<file path="src/include/umi_macros.svh">
// UMI routing macros: packet width, command field layout and queue depth
`ifndef UMI_MACROS_SVH
`define UMI_MACROS_SVH

// ##############################
// Packet format
// ##############################

// Full packet width
`define UMI_UW 256

// Command byte sits at the packet LSBs
`define UMI_CMD_W 8

// Command bit set for responses, clear for requests
`define UMI_RESP_BIT 0

// ##############################
// Queue sizing
// ##############################

// Default entries per class queue
`define UMI_QDEPTH 4

`endif

</file>
<file path="src/umi_pkg.sv">
// UMI routing package with packet, command, occupancy and slice state types
`include "umi_macros.svh"

package umi_pkg;

   // ##############################
   // Packet level types
   // ##############################

   // One fixed-width UMI packet
   typedef logic [`UMI_UW-1:0] umi_packet_t;

   // Command field in the low byte
   typedef logic [`UMI_CMD_W-1:0] umi_cmd_t;

   // Occupancy, 0 up to UMI_QDEPTH inclusive
   typedef logic [$clog2(`UMI_QDEPTH+1)-1:0] umi_qcount_t;

   // ##############################
   // Input slice FSM
   // ##############################

   // Entries held in the skid slice
   typedef enum logic [1:0] {
      SLICE_EMPTY = 2'd0,
      SLICE_ONE   = 2'd1,
      SLICE_TWO   = 2'd2
   } slice_state_t;

endpackage

</file>
<file path="src/umi_in_slice.sv">
// UMI input skid slice: two-entry buffer that registers the input handshake
`timescale 1ns/1ps
`include "umi_macros.svh"

module umi_in_slice (
   input  logic                 clk,
   input  logic                 reset,
   // Upstream side
   input  logic                 in_valid,
   input  umi_pkg::umi_packet_t in_packet,
   output logic                 in_ready,
   // Downstream side
   output logic                 out_valid,
   output umi_pkg::umi_packet_t out_packet,
   input  logic                 out_ready
);

   import umi_pkg::*;

   // ##############################
   // Storage and state
   // ##############################

   // Head entry, always the one presented downstream
   umi_packet_t  main_q;
   // Overflow entry, catches the packet in flight on a stall
   umi_packet_t  skid_q;

   slice_state_t state_q;
   slice_state_t state_d;

   logic         in_fire;
   logic         out_fire;

   // Handshake events
   assign in_fire  = in_valid & in_ready;
   assign out_fire = out_valid & out_ready;

   // Ready purely from state flops
   // Still open with one entry held, skid absorbs the next beat
   assign in_ready  = (state_q != SLICE_TWO);
   assign out_valid = (state_q != SLICE_EMPTY);
   assign out_packet = main_q;

   // ##############################
   // Next state
   // ##############################

   always_comb begin
      state_d = state_q;
      case (state_q)
         SLICE_EMPTY: begin
            if (in_fire) begin
               state_d = SLICE_ONE;
            end
         end
         SLICE_ONE: begin
            // Pass through at full rate, stays in ONE
            if (in_fire && !out_fire) begin
               state_d = SLICE_TWO;
            end else if (!in_fire && out_fire) begin
               state_d = SLICE_EMPTY;
            end
         end
         SLICE_TWO: begin
            // Input closed here, only drain
            if (out_fire) begin
               state_d = SLICE_ONE;
            end
         end
         default: begin
            state_d = SLICE_EMPTY;
         end
      endcase
   end

   // Control state
   always_ff @(posedge clk) begin
      if (reset) begin
         state_q <= SLICE_EMPTY;
      end else begin
         state_q <= state_d;
      end
   end

   // ##############################
   // Payload registers
   // ##############################

   always_ff @(posedge clk) begin
      case (state_q)
         SLICE_EMPTY: begin
            if (in_fire) begin
               main_q <= in_packet;
            end
         end
         SLICE_ONE: begin
            // Head leaves, new beat takes its place
            if (in_fire && out_fire) begin
               main_q <= in_packet;
            end else if (in_fire) begin
               skid_q <= in_packet;
            end
         end
         SLICE_TWO: begin
            // Skid entry moves up behind the departing head
            if (out_fire) begin
               main_q <= skid_q;
            end
         end
         default: begin
            main_q <= main_q;
         end
      endcase
   end

endmodule

</file>
<file path="src/umi_splitter.sv">
// UMI traffic splitter: steers each packet to the response or request output
`timescale 1ns/1ps
`include "umi_macros.svh"

module umi_splitter (
   // Input from slice
   input  logic                 in_valid,
   input  umi_pkg::umi_packet_t in_packet,
   output logic                 in_ready,
   // Response class output
   output logic                 resp_valid,
   output umi_pkg::umi_packet_t resp_packet,
   input  logic                 resp_ready,
   // Request class output
   output logic                 req_valid,
   output umi_pkg::umi_packet_t req_packet,
   input  logic                 req_ready
);

   import umi_pkg::*;

   umi_cmd_t cmd;
   logic     is_resp;

   // Command byte from packet LSBs
   assign cmd     = in_packet[`UMI_CMD_W-1:0];
   assign is_resp = cmd[`UMI_RESP_BIT];

   // Class select, one valid at a time
   assign resp_valid = in_valid & is_resp;
   assign req_valid  = in_valid & ~is_resp;

   // Same payload to both sides
   assign resp_packet = in_packet;
   assign req_packet  = in_packet;

   // Blocking ready
   // Any offered output that is stalled holds the input
   assign in_ready = ~(resp_valid & ~resp_ready) &
                     ~(req_valid & ~req_ready);

endmodule

</file>
<file path="src/umi_queue.sv">
// UMI class queue: synchronous packet FIFO with valid/ready on both sides
`timescale 1ns/1ps
`include "umi_macros.svh"

module umi_queue #(
   parameter int DEPTH = `UMI_QDEPTH
) (
   input  logic                 clk,
   input  logic                 reset,
   // Write side
   input  logic                 in_valid,
   input  umi_pkg::umi_packet_t in_packet,
   output logic                 in_ready,
   // Read side
   output logic                 out_valid,
   output umi_pkg::umi_packet_t out_packet,
   input  logic                 out_ready
);

   import umi_pkg::*;

   // Pointer width, at least one bit
   localparam int PTR_W = (DEPTH > 1) ? $clog2(DEPTH) : 1;

   // ##############################
   // Storage and pointers
   // ##############################

   umi_packet_t      mem [DEPTH];

   logic [PTR_W-1:0] wr_ptr;
   logic [PTR_W-1:0] rd_ptr;
   umi_qcount_t      count;

   logic             wr_en;
   logic             rd_en;

   // Flags from the occupancy register only
   assign in_ready  = (count != umi_qcount_t'(DEPTH));
   assign out_valid = (count != '0);

   assign wr_en = in_valid & in_ready;
   assign rd_en = out_valid & out_ready;

   // Head of queue, one cycle after write
   assign out_packet = mem[rd_ptr];

   // ##############################
   // Control
   // ##############################

   always_ff @(posedge clk) begin
      if (reset) begin
         wr_ptr <= '0;
         rd_ptr <= '0;
         count  <= '0;
      end else begin
         // Wrap explicitly, depth need not be a power of two
         if (wr_en) begin
            if (wr_ptr == PTR_W'(DEPTH - 1)) begin
               wr_ptr <= '0;
            end else begin
               wr_ptr <= wr_ptr + 1'b1;
            end
         end
         if (rd_en) begin
            if (rd_ptr == PTR_W'(DEPTH - 1)) begin
               rd_ptr <= '0;
            end else begin
               rd_ptr <= rd_ptr + 1'b1;
            end
         end
         // Occupancy, unchanged on read plus write
         case ({wr_en, rd_en})
            2'b10:   count <= count + umi_qcount_t'(1);
            2'b01:   count <= count - umi_qcount_t'(1);
            default: count <= count;
         endcase
      end
   end

   // ##############################
   // Data array
   // ##############################

   always_ff @(posedge clk) begin
      if (wr_en) begin
         mem[wr_ptr] <= in_packet;
      end
   end

endmodule

</file>
<file path="src/umi_split_top.sv">
// UMI routing subsystem top: input slice, class splitter and two class queues
`timescale 1ns/1ps
`include "umi_macros.svh"

module umi_split_top (
   input  logic                 clk,
   input  logic                 reset,
   // Packet input
   input  logic                 umi_in_valid,
   input  umi_pkg::umi_packet_t umi_in_packet,
   output logic                 umi_in_ready,
   // Response class output
   output logic                 umi_resp_out_valid,
   output umi_pkg::umi_packet_t umi_resp_out_packet,
   input  logic                 umi_resp_out_ready,
   // Request class output
   output logic                 umi_req_out_valid,
   output umi_pkg::umi_packet_t umi_req_out_packet,
   input  logic                 umi_req_out_ready
);

   import umi_pkg::*;

   // Slice to splitter
   logic        slice_valid;
   umi_packet_t slice_packet;
   logic        slice_ready;

   // Splitter to response queue
   logic        split_resp_valid;
   umi_packet_t split_resp_packet;
   logic        split_resp_ready;

   // Splitter to request queue
   logic        split_req_valid;
   umi_packet_t split_req_packet;
   logic        split_req_ready;

   // ##############################
   // Stage 1, input skid slice
   // ##############################

   umi_in_slice u_slice (
      .clk        (clk),
      .reset      (reset),
      .in_valid   (umi_in_valid),
      .in_packet  (umi_in_packet),
      .in_ready   (umi_in_ready),
      .out_valid  (slice_valid),
      .out_packet (slice_packet),
      .out_ready  (slice_ready)
   );

   // ##############################
   // Stage 2, class splitter
   // ##############################

   umi_splitter u_split (
      .in_valid    (slice_valid),
      .in_packet   (slice_packet),
      .in_ready    (slice_ready),
      .resp_valid  (split_resp_valid),
      .resp_packet (split_resp_packet),
      .resp_ready  (split_resp_ready),
      .req_valid   (split_req_valid),
      .req_packet  (split_req_packet),
      .req_ready   (split_req_ready)
   );

   // ##############################
   // Stage 3, per-class queues
   // ##############################

   umi_queue #(.DEPTH(`UMI_QDEPTH)) u_resp_q (
      .clk        (clk),
      .reset      (reset),
      .in_valid   (split_resp_valid),
      .in_packet  (split_resp_packet),
      .in_ready   (split_resp_ready),
      .out_valid  (umi_resp_out_valid),
      .out_packet (umi_resp_out_packet),
      .out_ready  (umi_resp_out_ready)
   );

   umi_queue #(.DEPTH(`UMI_QDEPTH)) u_req_q (
      .clk        (clk),
      .reset      (reset),
      .in_valid   (split_req_valid),
      .in_packet  (split_req_packet),
      .in_ready   (split_req_ready),
      .out_valid  (umi_req_out_valid),
      .out_packet (umi_req_out_packet),
      .out_ready  (umi_req_out_ready)
   );

endmodule

</file>
<file path="config.mk">
export PLATFORM = sky130hd
export DESIGN_NAME = umi_split_top
export DESIGN_NICKNAME = d
export VERILOG_FILES = /design/src/umi_pkg.sv /design/src/umi_in_slice.sv /design/src/umi_splitter.sv /design/src/umi_queue.sv /design/src/umi_split_top.sv
export VERILOG_INCLUDE_DIRS = /design/src /design/src/include
export SDC_FILE = /design/constraint.sdc
export NUM_CORES = 2
export LEC_CHECK = 0
export BUFFER_PORTS_ARGS = -buffer_cell sky130_fd_sc_hd__buf_2
export CORE_ASPECT_RATIO = 1.25
export CORE_UTILIZATION = 30
export DETAILED_ROUTE_END_ITERATION = 8
export HOLD_SLACK_MARGIN = 0.08
export PLACE_DENSITY_LB_ADDON = 0.08
export RECOVER_POWER = 50
export SYNTH_ARGS = -nofsm -noshare
export SYNTH_HDL_FRONTEND = slang
export SYNTH_SLANG_ARGS = --single-unit
</file>
<file path="constraint.sdc">
create_clock -name clk -period 13.51 [get_ports clk]
set_input_delay 1.351 -clock clk [delete_from_list [all_inputs] [get_ports clk]]
set_output_delay 1.351 -clock clk [all_outputs]
set_load 0.01 [all_outputs]
</file>
Yosys cells after proc, flatten, opt, wreduce, memory -nomap -nowiden
Memories as Yosys holds them, arrays and structs flattened. A register that Yosys moved wholly into a read port is not among the register bits.
Cells that the tools add are included.
{"block": "classes", "n_eq_ne": 17, "bitwise": 17, "add_sub_neg": 8, "n_reduce_logical": 15, "mux": 23}
{"operator": "two-way mux 256 bit", "n": 3}
{"operator": "case mux 256 bit (3 select lines)", "n": 1}
{"operator": "two-way mux 2 bit", "n": 12}
{"operator": "equality test 2 bit, second input constant", "n": 7}
{"operator": "case mux 3 bit (2 select lines)", "n": 2}
{"operator": "bitwise AND 1 bit", "n": 11}
{"operator": "nonzero test 3 bit", "n": 3}
{"operator": "adder 2 x 1 -> 2 bit, second input constant", "n": 4}
{"operator": "adder 3 x 1 -> 3 bit, second input constant", "n": 2}
{"operator": "equality test 2 x 1 -> 1 bit, second input constant", "n": 3}
{"operator": "!= test 2 x 1 -> 1 bit, second input constant", "n": 3}
{"operator": "!= test 3 bit, second input constant", "n": 2}
{"operator": "inverter 1 bit", "n": 6}
{"operator": "case mux 2 bit (3 select lines)", "n": 1}
{"operator": "AND reduction 3 bit", "n": 2}
{"operator": "nonzero test 2 bit", "n": 3}
{"operator": "subtractor 3 x 1 -> 3 bit, second input constant", "n": 2}
{"operator": "two-way mux 1 bit", "n": 4}
{"operator": "AND reduction 4 bit", "n": 1}
{"operator": "logical AND 1 bit", "n": 3}
{"operator": "!= test 3 x 1 -> 1 bit, second input constant", "n": 1}
{"operator": "logical NOT 1 bit", "n": 2}
{"operator": "logical NOT 2 bit", "n": 1}
{"operator": "!= test 2 bit, second input constant", "n": 1}
{"block": "word_totals", "register_bits": 528, "mem_bits_rw": 2048, "mem_count": 2, "out_inout_bits": 515, "elab_cells": 91}
{"name": "u_req_q.mem", "words": 4, "width": 256, "read_ports": 1, "rd_clocked_by_memory_dff": 1, "write_ports": 1, "line_no": "umi_queue.sv:29", "rtl": "umi_packet_t mem [DEPTH];"}
{"name": "u_resp_q.mem", "words": 4, "width": 256, "read_ports": 1, "rd_clocked_by_memory_dff": 1, "write_ports": 1, "line_no": "umi_queue.sv:29"}

Logic depth before layout (Yosys ltp)
{"block": "logic_depth", "word_depth": 10, "mapped_depth": 9}

Hierarchy
A second synthesis with hierarchy kept.
{"block": "unflattened", "cells_unflattened": 4646, "area_unflattened_um2": 98071.6}
{"module": "umi_queue", "instances": 2, "area_per_inst_um2": 37668.6, "cells_per_inst": 1389, "seq_area_each_um2": 30929.7}
{"module": "umi_in_slice", "instances": 1, "area_per_inst_um2": 18863.1, "cells_per_inst": 1352, "seq_area_each_um2": 15414.8}
{"module": "umi_splitter", "instances": 1, "area_per_inst_um2": 3871.2, "cells_per_inst": 516, "seq_area_each_um2": 0.0}

Worst setup path before layout
No wires, ideal clock.
{"block": "synth_timing", "path_kind": "input to register", "start": "input umi_in_valid", "end": "register u_slice.skid_q[0] (enable)", "arrival_time_ns": 12.254, "n_path_buf": 0, "path_stages": 3, "setup_time_ns": 0.877, "slack_ns": 0.380, "t_required_ns": 12.633, "cell_sequence": "nor2b_1 > nand2_1 > nor2_1"}
{"block": "synth_via", "elab_chain_len": 4}
{"element": "start, declared", "line_no": "umi_split_top.sv:9", "rtl": "input logic umi_in_valid,"}
{"element": "bitwise AND 1 bit (*)", "line_no": "umi_in_slice.sv:36", "rtl": "assign in_fire = in_valid & in_ready;"}
{"element": "logical AND 1 bit", "line_no": "umi_in_slice.sv:99", "rtl": "if (in_fire && out_fire) begin"}
{"element": "inverter 1 bit (no line)"}
{"element": "AND reduction 3 bit (no line) (*)"}
{"element": "end signal, assigned", "line_no": "umi_in_slice.sv:102", "rtl": "skid_q <= in_packet;"}
{"element": "end, declared", "line_no": "umi_in_slice.sv:27", "rtl": "umi_packet_t skid_q;"}
Every way passes the cells marked *; elsewhere a longest branch is shown, timed or not.
A chain may end at the register's enable or synchronous reset.

Worst setup path in the final report
{"block": "layout_timing", "start": "register u_slice.state_q[1]", "end": "register u_slice.main_q[31] (netlist: u_slice.out_packet[31]), data pin"}
{"block": "layout_via", "elab_chain_len": 2}
{"element": "start, declared", "line_no": "umi_in_slice.sv:29", "rtl": "slice_state_t state_q;"}
{"element": "start signal, assigned", "line_no": "umi_in_slice.sv:82", "rtl": "state_q <= state_d;"}
{"element": "equality test 2 bit, or another cell as far along", "line_no": "umi_in_slice.sv:91", "rtl": "case (state_q)"}
{"element": "case mux 256 bit (3 select lines) (*)", "line_no": "umi_in_slice.sv:91"}
{"element": "end signal, assigned", "line_no": "umi_in_slice.sv:94", "rtl": "main_q <= in_packet;"}
{"element": "end signal, assigned", "line_no": "umi_in_slice.sv:100", "rtl": "main_q <= in_packet;"}
{"element": "end signal, assigned", "line_no": "umi_in_slice.sv:108", "rtl": "main_q <= skid_q;"}
{"element": "end, declared", "line_no": "umi_in_slice.sv:25", "rtl": "umi_packet_t main_q;"}
Marks and branches as above.

==> results.tsv <==
metric	value	unit
status	finished with violations	
violations	max-capacitance violations, max-slew violations	
area_delta_synth_final	18.14	%
first_pass_iters	5	
period_share	56.63	%
crit_family	buffers and inverters	
placed_area	0.1022	mm²
synth-seq-cells	2580	
ir_worst_vdd	0.1247	mV
clockPowerShare	30.2	%
std_cell_rows	228	
tightest_slew	4.878	ns
hold_violations	0	
cts-resized-gates	0	
fmax	130.7	MHz
regArea	0.07729	mm²
period_minus_slack	7.650	ns
ys.warnings.count	0	
intPower	17.10	mW
nNetsFinal	5367	
pre_cts_slack	8.047	ns
synthCells	4131	
clock_sinks	2580	
netlist.area_leader.share	82.17	%
grt_setup_unrepaired	no	
setup_viol	0	
die_x	501.5	µm
insertion_delay	0.83	ns
synthTopCellsByCount	edfxtp_1 (2560), nand2_1 (775), mux4_2 (512)	
routed_wirelength	261200	µm
cp_max_fo	55	
path_cells	nor2b_1 > clkbuf_1 > clkbuf_1 > buf_4 > nand2_1 > nand2_1	
grt.overflow.total	0	
synth.top_cells.by_area	edfxtp_1 (82%), mux4_2 (12%), nand2_1 (3.1%), buf_6 (0.65%), buf_2 (0.57%)	
yosysMostFrequentCell	edfxtp_1	
synth_cell_type_count	32	
cts_tree	built	
path_buf_inv	3	
synth_edf_count	2560	
slowest_delay	2.82	ns
track_usage	16.37	%
initial_core_util	30.25	%
cts.htree.levels	5	
die_area	0.3141	mm²
critPathSlowestCell	clkbuf_1	
drv_slew	516	
comb_power_share	19.8	%
wl_per_cell	27.65	µm
swShare	29.58	%
seq_area_frac_synth	82.60	%
yosys.area.top_type	edfxtp_1	
clk_pin_slew	0.06	ns
remaining_drc_errors	0	
cap_violations	14	
power.switching	7.184	mW
tns	0	ns
relSlewSlack	-225.2	%
die_height	626.3	µm
via_count	43450	
crit_path_start_kind	register	
cts_buffers	282	
core_area	0.3092	mm²
port_buffers	775	
postLayoutCellArea	0.1105	mm²
cts_root_buffer	clkbuf_16	
critPathKind	reg2reg	
power.leakage	35.74	nW
grt_max_degree	105	
worstHoldPathType	reg2reg	
worstPathRequired	14.20	ns
skew	0.04874	ns
setup_ws	5.860	ns
multiInputGateArea	0.01499	mm²
synth_ff_type	edfxtp_1	
dp.cells	8948	
grt_first_pass_wirelength	364900	µm
io_pins	776	
fillCellCount	28980	
vias_per_cell	4.599	
drt_iter0_drc	3180	
gp_congestion	0.7164	
dp_hpwl	152400	µm
first_global_vias	45210	
drtAntennaViolNets	0	
synth_nets	4406	
syn_area	0.09355	mm²
instances_no_fill	9449	
syn_area_per_cell	22.65	µm²
critPathArrivalTime	8.34	ns
cts_hold_buf	0	
ctsLongestPathBuffers	4	
p_per_area	219.7	mW/mm²
p_seq_share	50.0	%
postCtsSetupBuffers	0	
drive_gt1_share	29.15	%
antenna_found_initial	92	
async_reset_ff_share	0	%
end_kind	register	
placed cells by master (no fill, tap or decap), types with 3 or more instances in the layout:
cell	count
inv_16	3
o21ai_0	3
clkinv_2	38
a21oi_1	8
xor2_1	4
buf_4	57
dfxtp_4	4
clkbuf_1	250
edfxtp_1	2560
nand3_1	3
buf_2	587
nor2_1	14
bufinv_16	17
clkinv_8	3
mux4_2	512
buf_12	14
dfxtp_1	16
clkbuf_16	285
nand2_1	775
ha_1	12
clkinvlp_4	4
or3_1	5
inv_1	14
clkinv_1	60
diode_2	19
inv_6	10
mux2i_1	4
and2_0	8
tightest hold or removal path: cells and delay by family (launching register included):
family,cells,cell delay (ns)
DFF,1,0.31
AOI/OAI and AO/OA,1,0.07
and+or+nand+nor,1,0.05
kinds of logic after synthesis:
family | share of synthesized area (%)
AO/OA/AOI/OAI | 0.1257
XOR/XNOR | 0.03744
AND/OR/NAND/NOR | 3.313
adder cells (fa/ha/maj) | 0.2153
multiplexers | 12.37
flip-flops | 82.60
buffers and inverters | 1.341
per-stage QoR:
step	hold slack, ns	util, %	power [mW]
after floorplan	0.4541	-	14.81
after global placement	0.4556	33.05	17.34
after detailed placement	0.4666	33.05	17.37
after CTS	0.4795	35.83	24.84
after global routing	0.5159	35.73	25.42
final	0.4781	35.74	24.28
layer usage:
layer / wire length [µm] / global-route usage (%) / vias up
li1: - / - / 18620
met5: 626 / 0 / -
met4: 4599 / 3.135 / 98
met2: 122600 / 26.21 / 1159
met1: 107300 / 20.58 / 23150
met3: 26140 / 7.090 / 423
power by group through the flow:
stage                     Sequential, mW  Clock, mW  Combinational [mW]
after floorplan                     12.1          0                2.74
after global placement              12.3          0                5.07
after detailed placement            12.3          0                5.07
after CTS                           12.1       7.61                5.09
after global routing                12.3       7.86                5.23
final                               12.1       7.35                4.81
sequential cells by signal (all words and copies together) (netlist names), named ones only:
name and cells:
u_req_q.mem 1024, u_req_q.wr_ptr 2, u_resp_q.count 3, u_resp_q.wr_ptr 2, u_req_q.count 3, u_resp_q.mem 1024
u_slice.skid_q 256, u_req_q.rd_ptr 2, u_resp_q.rd_ptr 2, u_slice.out_packet 256, u_slice.state_q 2
area by class of cell:
class	instances	share of cell area (%)
repair buffers	850	3.951
clock buffers	343	6.650
clock inverters	139	1.113
inverters	17	0.06453
diodes	19	0.04302
multi-input cells	1361	13.56
flip-flops and latches	2580	69.93
well taps	4140	4.687
final timing paths:
kind	startpoint	end	slack (ns)	cells after the start
setup reg to reg	u_slice.state_q[1]	u_slice.out_packet[31]	5.86	6
setup / recovery	u_slice.state_q[1]	u_slice.out_packet[31]	5.86	6
hold reg to reg	u_req_q.rd_ptr[1]	register	0.48	2
hold / removal	u_req_q.rd_ptr[1]	register	0.48	2
(Power assumes the default switching activity.)
